**config.mk**
```make
export PLATFORM = sky130hd
export DESIGN_NAME = frv_core
export DESIGN_NICKNAME = d
export VERILOG_FILES = /design/src/frv_pkg.sv /design/src/frv_irq_pkg.sv /design/src/frv_counters.sv /design/src/frv_interrupt.sv /design/src/frv_mem_arbiter.sv /design/src/frv_core.sv
export SDC_FILE = /design/constraint.sdc
export NUM_CORES = 1
export LEC_CHECK = 0
export BUFFER_PORTS_ARGS = -buffer_cell sky130_fd_sc_hd__buf_2
export CAP_MARGIN = 10
export CORE_AREA = 4 4 207 209
export DETAILED_ROUTE_END_ITERATION = 10
export DIE_AREA = 0 0 211 213
export GPL_ROUTABILITY_DRIVEN = 0
export PLACE_DENSITY = 0.7
export SYNTH_ARGS = -nofsm -noshare
export SYNTH_HDL_FRONTEND = slang
export SYNTH_SLANG_ARGS = --single-unit
```
**constraint.sdc**
```tcl
create_clock -name g_clk -period 11.94 [get_ports g_clk]
set_input_delay 2.388 -clock g_clk [delete_from_list [all_inputs] [get_ports g_clk]]
set_output_delay 2.388 -clock g_clk [all_outputs]
set_load 0.03 [all_outputs]
```
**src/frv_pkg.sv**
```systemverilog
// ----------------------------------------
// Core package for the machine-level system block
// Word types, MMIO window layout and memory bus payloads
// ----------------------------------------
package frv_pkg;

  // ----------------------------------------
  // Base types
  typedef logic [31:0] word_t;   // Data or address word
  typedef logic [ 3:0] strb_t;   // Byte write strobe
  typedef logic [63:0] ctr_t;    // Counter value

  // ----------------------------------------
  // MMIO window holding the timer registers
  localparam word_t MMIO_BASE_ADDR = 32'h0000_1000;  // Window base
  localparam word_t MMIO_BASE_MASK = 32'hFFFF_F000;  // Window select bits

  localparam word_t MMIO_OFS_MTIME_LO    = 32'h0;    // mtime [31:0]
  localparam word_t MMIO_OFS_MTIME_HI    = 32'h4;    // mtime [63:32]
  localparam word_t MMIO_OFS_MTIMECMP_LO = 32'h8;    // mtimecmp [31:0]
  localparam word_t MMIO_OFS_MTIMECMP_HI = 32'hC;    // mtimecmp [63:32]

  // ----------------------------------------
  // Memory bus payloads
  typedef struct packed {
    logic  wen;      // Write enable
    strb_t strb;     // Write strobe
    word_t addr;     // Read/write address
    word_t wdata;    // Write data
  } mem_req_t;

  typedef struct packed {
    logic  error;    // Access fault
    word_t rdata;    // Read data
  } mem_rsp_t;

  // Counter values as seen by the CSR file
  typedef struct packed {
    ctr_t cycle;     // Clock cycles
    ctr_t instret;   // Retired instructions
    ctr_t mtime;     // Real time
  } ctr_bundle_t;

  // mcountinhibit style stop bits
  typedef struct packed {
    logic cy;        // Stop cycle
    logic tm;        // Stop time
    logic ir;        // Stop instret
  } inhibit_t;

endpackage

```
**src/frv_irq_pkg.sv**
```systemverilog
// ----------------------------------------
// Interrupt package
// Trap cause codes, enable/pending bits, trap FSM states
// ----------------------------------------
package frv_irq_pkg;

  // ----------------------------------------
  // Cause codes
  typedef logic [5:0] cause_t;       // Trap cause as written to mcause
  typedef logic [3:0] ext_cause_t;   // External controller cause code

  localparam cause_t CAUSE_NMI      = 6'd0;   // Non-maskable interrupt
  localparam cause_t CAUSE_MSI      = 6'd3;   // Machine software interrupt
  localparam cause_t CAUSE_MTI      = 6'd7;   // Machine timer interrupt
  localparam cause_t CAUSE_MEI_BASE = 6'd16;  // Plus external cause code

  // ----------------------------------------
  // One bit per maskable source, for mie and mip alike
  typedef struct packed {
    logic meip;    // External
    logic mtip;    // Timer
    logic msip;    // Software
  } irq_bits_t;

  // Trap request FSM
  typedef enum logic {
    TRAP_IDLE,     // Waiting for an enabled source
    TRAP_REQ       // Request held until write-back acks
  } trap_state_e;

endpackage

```
**src/frv_counters.sv**
```systemverilog
// ----------------------------------------
// Counters and timer
// cycle, instret and mtime counters, mtimecmp register,
// MMIO access to the timer and the timer interrupt
// ----------------------------------------
module frv_counters
  import frv_pkg::*;
(
  input  logic        g_clk,            // Global clock
  input  logic        arst_n,           // Async reset, active low
  input  logic        instr_ret,        // Instruction retired
  input  inhibit_t    inhibit,          // Counter stop bits
  input  logic        mmio_en,          // MMIO access strobe
  input  mem_req_t    mmio_req,         // MMIO access payload
  output mem_rsp_t    mmio_rsp,         // Registered MMIO response
  output ctr_bundle_t ctr,              // Counter values
  output logic        timer_interrupt   // mtime reached mtimecmp
);

  ctr_t  cycle_q;                       // Cycle counter
  ctr_t  instret_q;                     // Retire counter
  ctr_t  mtime_q;                       // Time counter
  ctr_t  mtimecmp_q;                    // Timer compare value
  word_t mmio_ofs;                      // Offset inside the window
  logic  sel_time_lo;                   // Offset decodes
  logic  sel_time_hi;
  logic  sel_cmp_lo;
  logic  sel_cmp_hi;
  logic  wr_en;                         // MMIO write this cycle
  word_t rdata;                         // Read mux output

  // Byte-wise merge of a strobed write into a register word
  function automatic word_t merge_strb(word_t old_w, word_t new_w, strb_t strb);
    word_t res;
    res = old_w;
    for (int b = 0; b < 4; b++) begin
      if (strb[b]) begin
        res[8*b +: 8] = new_w[8*b +: 8];  // Take new byte
      end
    end
    return res;
  endfunction

  // ----------------------------------------
  // MMIO decode
  assign mmio_ofs    = mmio_req.addr & ~MMIO_BASE_MASK;
  assign sel_time_lo = (mmio_ofs == MMIO_OFS_MTIME_LO);
  assign sel_time_hi = (mmio_ofs == MMIO_OFS_MTIME_HI);
  assign sel_cmp_lo  = (mmio_ofs == MMIO_OFS_MTIMECMP_LO);
  assign sel_cmp_hi  = (mmio_ofs == MMIO_OFS_MTIMECMP_HI);
  assign wr_en       = mmio_en & mmio_req.wen;

  assign rdata = ({32{sel_time_lo}} & mtime_q[31:0])     |
                 ({32{sel_time_hi}} & mtime_q[63:32])    |
                 ({32{sel_cmp_lo}}  & mtimecmp_q[31:0])  |
                 ({32{sel_cmp_hi}}  & mtimecmp_q[63:32]);

  // Response comes back one cycle after the access
  always_ff @(posedge g_clk) begin
    if (mmio_en) begin
      mmio_rsp.rdata <= rdata;
      mmio_rsp.error <= ~(sel_time_lo | sel_time_hi | sel_cmp_lo | sel_cmp_hi);
    end
  end

  // ----------------------------------------
  // Performance counters
  always_ff @(posedge g_clk or negedge arst_n) begin
    if (!arst_n) begin
      cycle_q   <= '0;
      instret_q <= '0;
    end else begin
      if (!inhibit.cy) begin
        cycle_q <= cycle_q + 1'b1;                  // Every clock
      end
      if (instr_ret && !inhibit.ir) begin
        instret_q <= instret_q + 1'b1;              // Visible next cycle
      end
    end
  end

  // Real time, MMIO write wins over the increment
  always_ff @(posedge g_clk or negedge arst_n) begin
    if (!arst_n) begin
      mtime_q <= '0;
    end else if (wr_en && sel_time_lo) begin
      mtime_q[31:0] <= merge_strb(mtime_q[31:0], mmio_req.wdata, mmio_req.strb);
    end else if (wr_en && sel_time_hi) begin
      mtime_q[63:32] <= merge_strb(mtime_q[63:32], mmio_req.wdata, mmio_req.strb);
    end else if (!inhibit.tm) begin
      mtime_q <= mtime_q + 1'b1;
    end
  end

  // Compare register, all ones keeps the timer quiet
  always_ff @(posedge g_clk or negedge arst_n) begin
    if (!arst_n) begin
      mtimecmp_q <= '1;
    end else if (wr_en && sel_cmp_lo) begin
      mtimecmp_q[31:0] <= merge_strb(mtimecmp_q[31:0], mmio_req.wdata, mmio_req.strb);
    end else if (wr_en && sel_cmp_hi) begin
      mtimecmp_q[63:32] <= merge_strb(mtimecmp_q[63:32], mmio_req.wdata, mmio_req.strb);
    end
  end

  // ----------------------------------------
  // Timer interrupt, one cycle behind the compare
  always_ff @(posedge g_clk or negedge arst_n) begin
    if (!arst_n) begin
      timer_interrupt <= 1'b0;
    end else begin
      timer_interrupt <= (mtime_q >= mtimecmp_q);
    end
  end

  assign ctr.cycle   = cycle_q;
  assign ctr.instret = instret_q;
  assign ctr.mtime   = mtime_q;

endmodule

```
**src/frv_interrupt.sv**
```systemverilog
// ----------------------------------------
// Interrupt controller
// Registers pending sources, picks the highest priority one
// and holds a trap request until write-back acks it
// ----------------------------------------
module frv_interrupt
  import frv_irq_pkg::*;
(
  input  logic       g_clk,            // Global clock
  input  logic       arst_n,           // Async reset, active low
  input  logic       mstatus_mie,      // Global interrupt enable
  input  irq_bits_t  mie,              // Per-source enables
  input  logic       nmi_pending,      // Non-maskable interrupt line
  input  logic       ex_pending,       // External interrupt line
  input  ext_cause_t ex_cause,         // External cause code
  input  logic       ti_pending,       // Timer interrupt from counters
  input  logic       sw_pending,       // Software interrupt line
  input  logic       int_trap_ack,     // Write-back took the trap
  output irq_bits_t  mip,              // Registered pending bits
  output logic       int_trap_req,     // Trap request to write-back
  output cause_t     int_trap_cause    // Cause of the request
);

  trap_state_e state_q;                // FSM state
  trap_state_e state_d;
  logic        nmi_q;                  // Registered NMI line
  ext_cause_t  ex_cause_q;             // Cause code aligned with meip
  irq_bits_t   en_pend;                // Pending and enabled
  logic        take;                   // Some source wants a trap
  cause_t      sel_cause;              // Winning cause
  cause_t      cause_q;                // Held cause

  // ----------------------------------------
  // Pending bits
  always_ff @(posedge g_clk or negedge arst_n) begin
    if (!arst_n) begin
      mip   <= '0;
      nmi_q <= 1'b0;
    end else begin
      mip.meip <= ex_pending;
      mip.mtip <= ti_pending;
      mip.msip <= sw_pending;
      nmi_q    <= nmi_pending;
    end
  end

  always_ff @(posedge g_clk) begin
    ex_cause_q <= ex_cause;            // Travels with meip
  end

  // ----------------------------------------
  // Priority: NMI, external, software, timer
  assign en_pend = mip & mie & {3{mstatus_mie}};
  assign take    = nmi_q | (|en_pend);  // NMI bypasses enables

  always_comb begin
    if (nmi_q) begin
      sel_cause = CAUSE_NMI;
    end else if (en_pend.meip) begin
      sel_cause = CAUSE_MEI_BASE + cause_t'(ex_cause_q);
    end else if (en_pend.msip) begin
      sel_cause = CAUSE_MSI;
    end else begin
      sel_cause = CAUSE_MTI;
    end
  end

  // ----------------------------------------
  // Request FSM
  always_comb begin
    state_d = state_q;
    case (state_q)
      TRAP_IDLE: if (take) state_d = TRAP_REQ;          // Latch a request
      TRAP_REQ:  if (int_trap_ack) state_d = TRAP_IDLE; // Back to idle a cycle
      default:   state_d = TRAP_IDLE;
    endcase
  end

  always_ff @(posedge g_clk or negedge arst_n) begin
    if (!arst_n) begin
      state_q <= TRAP_IDLE;
      cause_q <= CAUSE_NMI;
    end else begin
      state_q <= state_d;
      if (state_q == TRAP_IDLE && take) begin
        cause_q <= sel_cause;          // Frozen while requesting
      end
    end
  end

  assign int_trap_req   = (state_q == TRAP_REQ);
  assign int_trap_cause = cause_q;

endmodule

```
**src/frv_mem_arbiter.sv**
```systemverilog
// ----------------------------------------
// Memory arbiter
// Shares one memory bus between fetch and data ports,
// diverts data accesses in the MMIO window to the counters
// ----------------------------------------
module frv_mem_arbiter
  import frv_pkg::*;
(
  input  logic     g_clk,       // Global clock
  input  logic     arst_n,      // Async reset, active low
  input  logic     imem_req,    // Fetch request
  input  mem_req_t imem_pkt,    // Fetch payload
  output logic     imem_gnt,    // Fetch granted
  output logic     imem_recv,   // Fetch response pulse
  output mem_rsp_t imem_rsp,    // Fetch response
  input  logic     dmem_req,    // Data request
  input  mem_req_t dmem_pkt,    // Data payload
  output logic     dmem_gnt,    // Data granted
  output logic     dmem_recv,   // Data response pulse
  output mem_rsp_t dmem_rsp,    // Data response
  output logic     mem_req,     // Bus request
  output mem_req_t mem_pkt,     // Bus payload
  input  logic     mem_gnt,     // Bus grant
  input  logic     mem_recv,    // Bus response pulse
  input  mem_rsp_t mem_rsp,     // Bus response
  output logic     mmio_en,     // Counter access strobe
  output mem_req_t mmio_req,    // Counter access payload
  input  mem_rsp_t mmio_rsp     // Counter response, one cycle later
);

  logic     busy_q;             // Transaction outstanding
  logic     owner_q;            // 1 = data port owns it
  logic     mmio_q;             // Outstanding one targets MMIO
  logic     win_req;            // Any port asking
  logic     sel_d;              // Data port wins this cycle
  logic     win_mmio;           // Winner hits the MMIO window
  logic     gnt_any;            // Grant issued this cycle
  logic     recv_any;           // Response returns this cycle
  mem_rsp_t rsp;                // Steered response

  // ----------------------------------------
  // Winner selection, data first
  assign win_req  = imem_req | dmem_req;
  assign sel_d    = dmem_req;
  assign win_mmio = sel_d && ((dmem_pkt.addr & MMIO_BASE_MASK) == MMIO_BASE_ADDR);

  // MMIO side, only data accesses
  assign mmio_en  = ~busy_q & win_mmio;
  assign mmio_req = dmem_pkt;

  // Bus side
  assign mem_req  = ~busy_q & win_req & ~win_mmio;
  assign mem_pkt  = sel_d ? dmem_pkt : imem_pkt;

  // MMIO grants at once, the bus grants through mem_gnt
  assign gnt_any  = mmio_en | (mem_req & mem_gnt);
  assign dmem_gnt = gnt_any & sel_d;
  assign imem_gnt = gnt_any & ~sel_d;

  // ----------------------------------------
  // Response routing
  assign recv_any  = busy_q & (mmio_q | mem_recv);  // MMIO answers next cycle
  assign imem_recv = recv_any & ~owner_q;
  assign dmem_recv = recv_any & owner_q;

  assign rsp      = mmio_q ? mmio_rsp : mem_rsp;
  assign imem_rsp = rsp;
  assign dmem_rsp = rsp;

  // ----------------------------------------
  // Outstanding transaction tracking
  always_ff @(posedge g_clk or negedge arst_n) begin
    if (!arst_n) begin
      busy_q  <= 1'b0;
      owner_q <= 1'b0;
      mmio_q  <= 1'b0;
    end else if (gnt_any) begin
      busy_q  <= 1'b1;          // Open
      owner_q <= sel_d;
      mmio_q  <= win_mmio;
    end else if (recv_any) begin
      busy_q  <= 1'b0;          // Closed by the response
      mmio_q  <= 1'b0;
    end
  end

endmodule

```
**src/frv_core.sv**
```systemverilog
// ----------------------------------------
// Core system block
// Counters, interrupt controller and memory arbiter
// ----------------------------------------
module frv_core
  import frv_pkg::*;
  import frv_irq_pkg::*;
(
  input  logic        g_clk,             // Global clock
  input  logic        arst_n,            // Async reset, active low
  input  logic        instr_ret,         // Instruction retired
  input  inhibit_t    inhibit,           // Counter stop bits
  output ctr_bundle_t ctr,               // Counter values
  input  logic        mstatus_mie,       // Global interrupt enable
  input  irq_bits_t   mie,               // Per-source enables
  output irq_bits_t   mip,               // Pending bits
  input  logic        int_nmi,           // Non-maskable interrupt
  input  logic        int_external,      // External interrupt line
  input  ext_cause_t  int_extern_cause,  // External cause code
  input  logic        int_software,      // Software interrupt line
  output logic        int_mtime,         // Timer interrupt pending
  output logic        int_trap_req,      // Trap request to write-back
  output cause_t      int_trap_cause,    // Trap cause
  input  logic        int_trap_ack,      // Trap taken
  input  logic        imem_req,          // Fetch port
  input  mem_req_t    imem_pkt,
  output logic        imem_gnt,
  output logic        imem_recv,
  output mem_rsp_t    imem_rsp,
  input  logic        dmem_req,          // Data port
  input  mem_req_t    dmem_pkt,
  output logic        dmem_gnt,
  output logic        dmem_recv,
  output mem_rsp_t    dmem_rsp,
  output logic        mem_req,           // External memory bus
  output mem_req_t    mem_pkt,
  input  logic        mem_gnt,
  input  logic        mem_recv,
  input  mem_rsp_t    mem_rsp
);

  logic     ti_pending;                  // Timer compare hit
  logic     mmio_en;                     // Arbiter to counters
  mem_req_t mmio_req;
  mem_rsp_t mmio_rsp;

  assign int_mtime = mip.mtip;

  frv_counters i_counters (
    .g_clk, .arst_n, .instr_ret, .inhibit, .mmio_en, .mmio_req, .mmio_rsp, .ctr,
    .timer_interrupt (ti_pending)
  );

  frv_interrupt i_interrupts (
    .g_clk, .arst_n, .mstatus_mie, .mie, .mip, .int_trap_req, .int_trap_cause,
    .int_trap_ack,
    .nmi_pending (int_nmi),
    .ex_pending  (int_external),
    .ex_cause    (int_extern_cause),
    .ti_pending  (ti_pending),
    .sw_pending  (int_software)
  );

  frv_mem_arbiter i_arbiter (
    .g_clk, .arst_n,
    .imem_req, .imem_pkt, .imem_gnt, .imem_recv, .imem_rsp,
    .dmem_req, .dmem_pkt, .dmem_gnt, .dmem_recv, .dmem_rsp,
    .mem_req, .mem_pkt, .mem_gnt, .mem_recv, .mem_rsp,
    .mmio_en, .mmio_req, .mmio_rsp
  );

endmodule

```
==> reports/metrics.csv <==
stage;metric;value;unit
outcome;outcome;completed;
critical_path;kind of critical path;input pin to output pin;
clock_tree;# clock sinks;307;
place;dpl cells;2727;
yosys;synth unique cells;79;
timing;RSZ-0062 raised after global routing;no;
critical_path;crit path capture type;output pin;
yosys;Synth Net Count;2013;
global_routing;initial antenna violation count;5;
global_routing;Tot GR Track Use;26.5;%
detailed_routing;DRT Pass-1 Iters;7;
place;PortBufs;534;
yosys;Synth Register Bits;307;
yosys;warnings from Yosys;0;
timing;final hold vios;0;
timing;max_slew headroom;25.9;%
yosys;Post-Synthesis Cell Area;18300;um^2
timing;Slew Limit Fails;0;
cells_and_area;share of layout cells above drive strength 1;40.0;%
cells_and_area;register area;7910;um^2
detailed_routing;final wirelength;62900;um
clock_tree;total CTS buffers;36;
critical_path;maximum fanout along the worst path;74;
yosys;Post-synth EDFFs;33;
floorplanning;die height;213;um
timing;Tmin final;7470;ps
yosys;dominant synthesized flop cell;dfrtp_1;
hold_path;worst min-delay path class;flip-flop to flip-flop;
yosys;Gate Count Post-Synth;1753;
timing;Setup Skew;22.5;ps
yosys;ys async rst share;87.9;%
detailed_routing;Vias;16102;
floorplanning;Site Rows;74;
timing;TNS Setup;0;ps
clock_tree;post-CTS sizing;0;
floorplanning;Die Footprint;44900;um^2
clock_tree;Hold-fix buffers, CTS;0;
critical_path;CP arrival;5080;ps
detailed_routing;drc violations;0;
power_and_ir_drop;peak supply drop;0.000119;V
critical_path;critical path required time;9550;ps
timing;Fmax;0.134;GHz
timing;worst slew pin tran;1110;ps
global_routing;pin count of the biggest net entering global routing;76;
detailed_routing;Initial DRC Count;1159;
clock_tree;Skew-Pair Late Insertion Delay;540;ps
power_and_ir_drop;total power;2.88;mW
clock_tree;CTS Root Cell;clkbuf_16;
cells_and_area;area growth from synthesis to layout;22.9;%
power_and_ir_drop;Static Leak;10.3;nW
detailed_routing;ANT nets after route;0;
clock_tree;clock buffer depth;3;
flow_run;max-cap viol count;0;
power_and_ir_drop;PD cells;128;nW/um^2
yosys;Avg Inst Size Synth;10.4;um^2
cells_and_area;Multi-input gate area;9540;um^2
cells_and_area;nets;2493;
clock_tree;TritonCTS clock tree;done;
global_routing;first-pass GRT wire length;92500;um
timing;fin crit share;62.6;%
place;pre-CTS WS;4500;ps
detailed_routing;vias per cell;5.76;
global_routing;vias in the first global route;15587;
clock_tree;H-tree Lvls;2;
floorplanning;Placeable Area;40800;um^2
floorplanning;Initial Util;44.9;%
place;dpl hpwl;47900;um
critical_path;Worst setup SP type;input pin;
detailed_routing;WL/cell;22.5;um
timing;final setup violation count;0;
floorplanning;DIE WIDTH;211;um
global_routing;total gr overflow;0;
cells_and_area;# fillers;3559;
clock_tree;clk slew on worst S/H paths;60;ps
clock_tree;post-CTS setup buffers;0;
timing;worst setup margin;4470;ps
floorplanning;I/O pin cnt;536;
yosys;post-synthesis sequential area ratio;43.2;%
cells_and_area;non-filler cells, final;2794;
==> per-stage QoR <==
stage	util, %	instance area (um^2)	hold slack [ps]
floorplan	-	18300	331
CTS	55.1	22500	363
global route	55.1	22500	375
finish	55.1	22500	357
detailed placement	52.0	21200	340
global placement	52.0	21200	340
==> layout by cell type, fill, tap and decap left out, types with 7 or more instances in the layout <==
| cell | synthesis | final |
|---|---|---|
| buf_2 | 15 | 532 |
| dfrtp_1 | 206 | 205 |
| mux2_2 | 167 | 167 |
| nand2_1 | 122 | 122 |
| a21oi_1 | 95 | 95 |
| o21ai_0 | 93 | 93 |
| xnor2_1 | 86 | 86 |
| inv_1 | 84 | 84 |
| nand3_1 | 83 | 82 |
| nor2_1 | 78 | 78 |
| ha_1 | 67 | 67 |
| dfstp_2 | 64 | 64 |
| nand4_1 | 59 | 59 |
| xor2_1 | 40 | 40 |
| clkbuf_16 | 0 | 37 |
| nor2b_1 | 36 | 36 |
| nor3_1 | 35 | 35 |
| and3_1 | 35 | 35 |
| edfxtp_1 | 33 | 33 |
| mux4_2 | 32 | 32 |
| nor4_1 | 29 | 26 |
| and4_1 | 26 | 26 |
| buf_4 | 36 | 16 |
| a31oi_1 | 15 | 15 |
| and2_1 | 12 | 12 |
| a21o_1 | 11 | 11 |
| o22a_1 | 10 | 10 |
| mux2i_1 | 10 | 10 |
| nand2_4 | 8 | 8 |
| clkinv_2 | 0 | 7 |
| clkbuf_8 | 0 | 7 |
==> cells in the mapped netlist, types with 5 or more instances <==
library cell  instances  area [um^2]
dfrtp_1             206         5150
mux2_2              167         1880
nand2_1             122          458
a21oi_1              95          475
o21ai_0              93          465
xnor2_1              86          753
inv_1                84          315
nand3_1              83          415
nor2_1               78          293
ha_1                 67          838
dfstp_2              64         1680
nand4_1              59          369
clkbuf_1             44          165
xor2_1               40          350
buf_4                36          270
nor2b_1              36          225
and3_1               35          219
nor3_1               35          175
edfxtp_1             33          991
mux4_2               32          721
nor4_1               29          181
and4_1               26          228
a31oi_1              15         93.8
buf_2                15         75.1
and2_1               12         75.1
a21o_1               11         82.6
mux2i_1              10          100
o22a_1               10         87.6
buf_1                 9         33.8
nand2_4               8         90.1
a2bb2oi_1             6         52.6
o22ai_1               6         37.5
o31a_1                6         52.6
a32oi_1               5         43.8
a41o_1                5         50.1
o21a_1                5         37.5
o31ai_1               5         37.5
or4_1                 5         37.5
==> worst paths after layout <==
kind | from | end | slack [ps] | cells past startpoint
max reg2reg | i_counters.mtime_q[7] | i_counters.mtime_q[59] | 8620 | 6
max | dmem_req | dmem_gnt | 4470 | 7
min in group asynchronous | arst_n | i_interrupts.int_trap_cause[3] | 1790 | 1
min reg2reg | i_counters.timer_interrupt | i_interrupts.mip[1] | 360 | 0
min | i_counters.timer_interrupt | i_interrupts.mip[1] | 360 | 0
max in group asynchronous | arst_n | i_counters.cycle_q[5] | 8070 | 3
==> worst max-delay path: stages <==
cell	delay, ps
buf_4	780
or4b_1	540
or4_1	590
or2_4	330
nand2_1	100
and2_1	120
buf_2	200
==> layer usage <==
layer | up-vias | routed length [um] | share of wire, % | global-route usage (%)
met3 | 121 | 4500 | 7.1 | 4.79
met1 | 7888 | 23800 | 38 | 32.1
met4 | 2 | 2280 | 3.6 | 9.79
met5 | - | 13 | 0.021 | 0
li1 | 7353 | - | - | -
met2 | 738 | 32300 | 51 | 47.3
==> logic make-up (layout without fill, tap and decap cells) <==
| family | Yosys count | count (layout) | synth area share (%) |
|---|---|---|---|
| XOR/XNOR | 126 | 126 | 6.03 |
| multiplexers | 212 | 212 | 14.9 |
| AND/OR/NAND/NOR | 557 | 557 | 16.7 |
| other | 1 | 3 | 0.0205 |
| adder cells (fa/ha/maj) | 67 | 67 | 4.58 |
| AO/OA/AOI/OAI | 292 | 292 | 9.69 |
| buffers and inverters | 191 | 698 | 4.88 |
| flip-flops | 307 | 307 | 43.2 |
==> sequential cells by signal, indices dropped and copies added, names as in the netlist, 3 cells and up <==
name,count
i_counters.cycle_q,64
i_counters.instret_q,64
i_counters.mtime_q,64
i_counters.mtimecmp_q,64
i_counters.mmio_rsp,33
i_interrupts.int_trap_cause,5
i_interrupts.ex_cause_q,4
i_interrupts.mip,3
==> power by group <==
group | switching, mW | internal (mW) | total, mW | leakage (nW)
registers | 0.0727 | 1.10 | 1.17 | 3.68
clock network | 0.454 | 0.741 | 1.20 | 0.633
logic | 0.336 | 0.173 | 0.509 | 6.03
total | 0.863 | 2.02 | 2.88 | 10.3
==> final cells by class <==
class	instances	area share [%]
multi-input cells	1255	42.4
flip-flops and latches	307	35.1
repair buffers	549	12.4
clock buffers	47	4.59
well taps	532	2.96
inverters	84	1.40
clock inverters	18	1.12
diodes	2	0.0222
No activity file was read; power rests on OpenSTA's default activity.
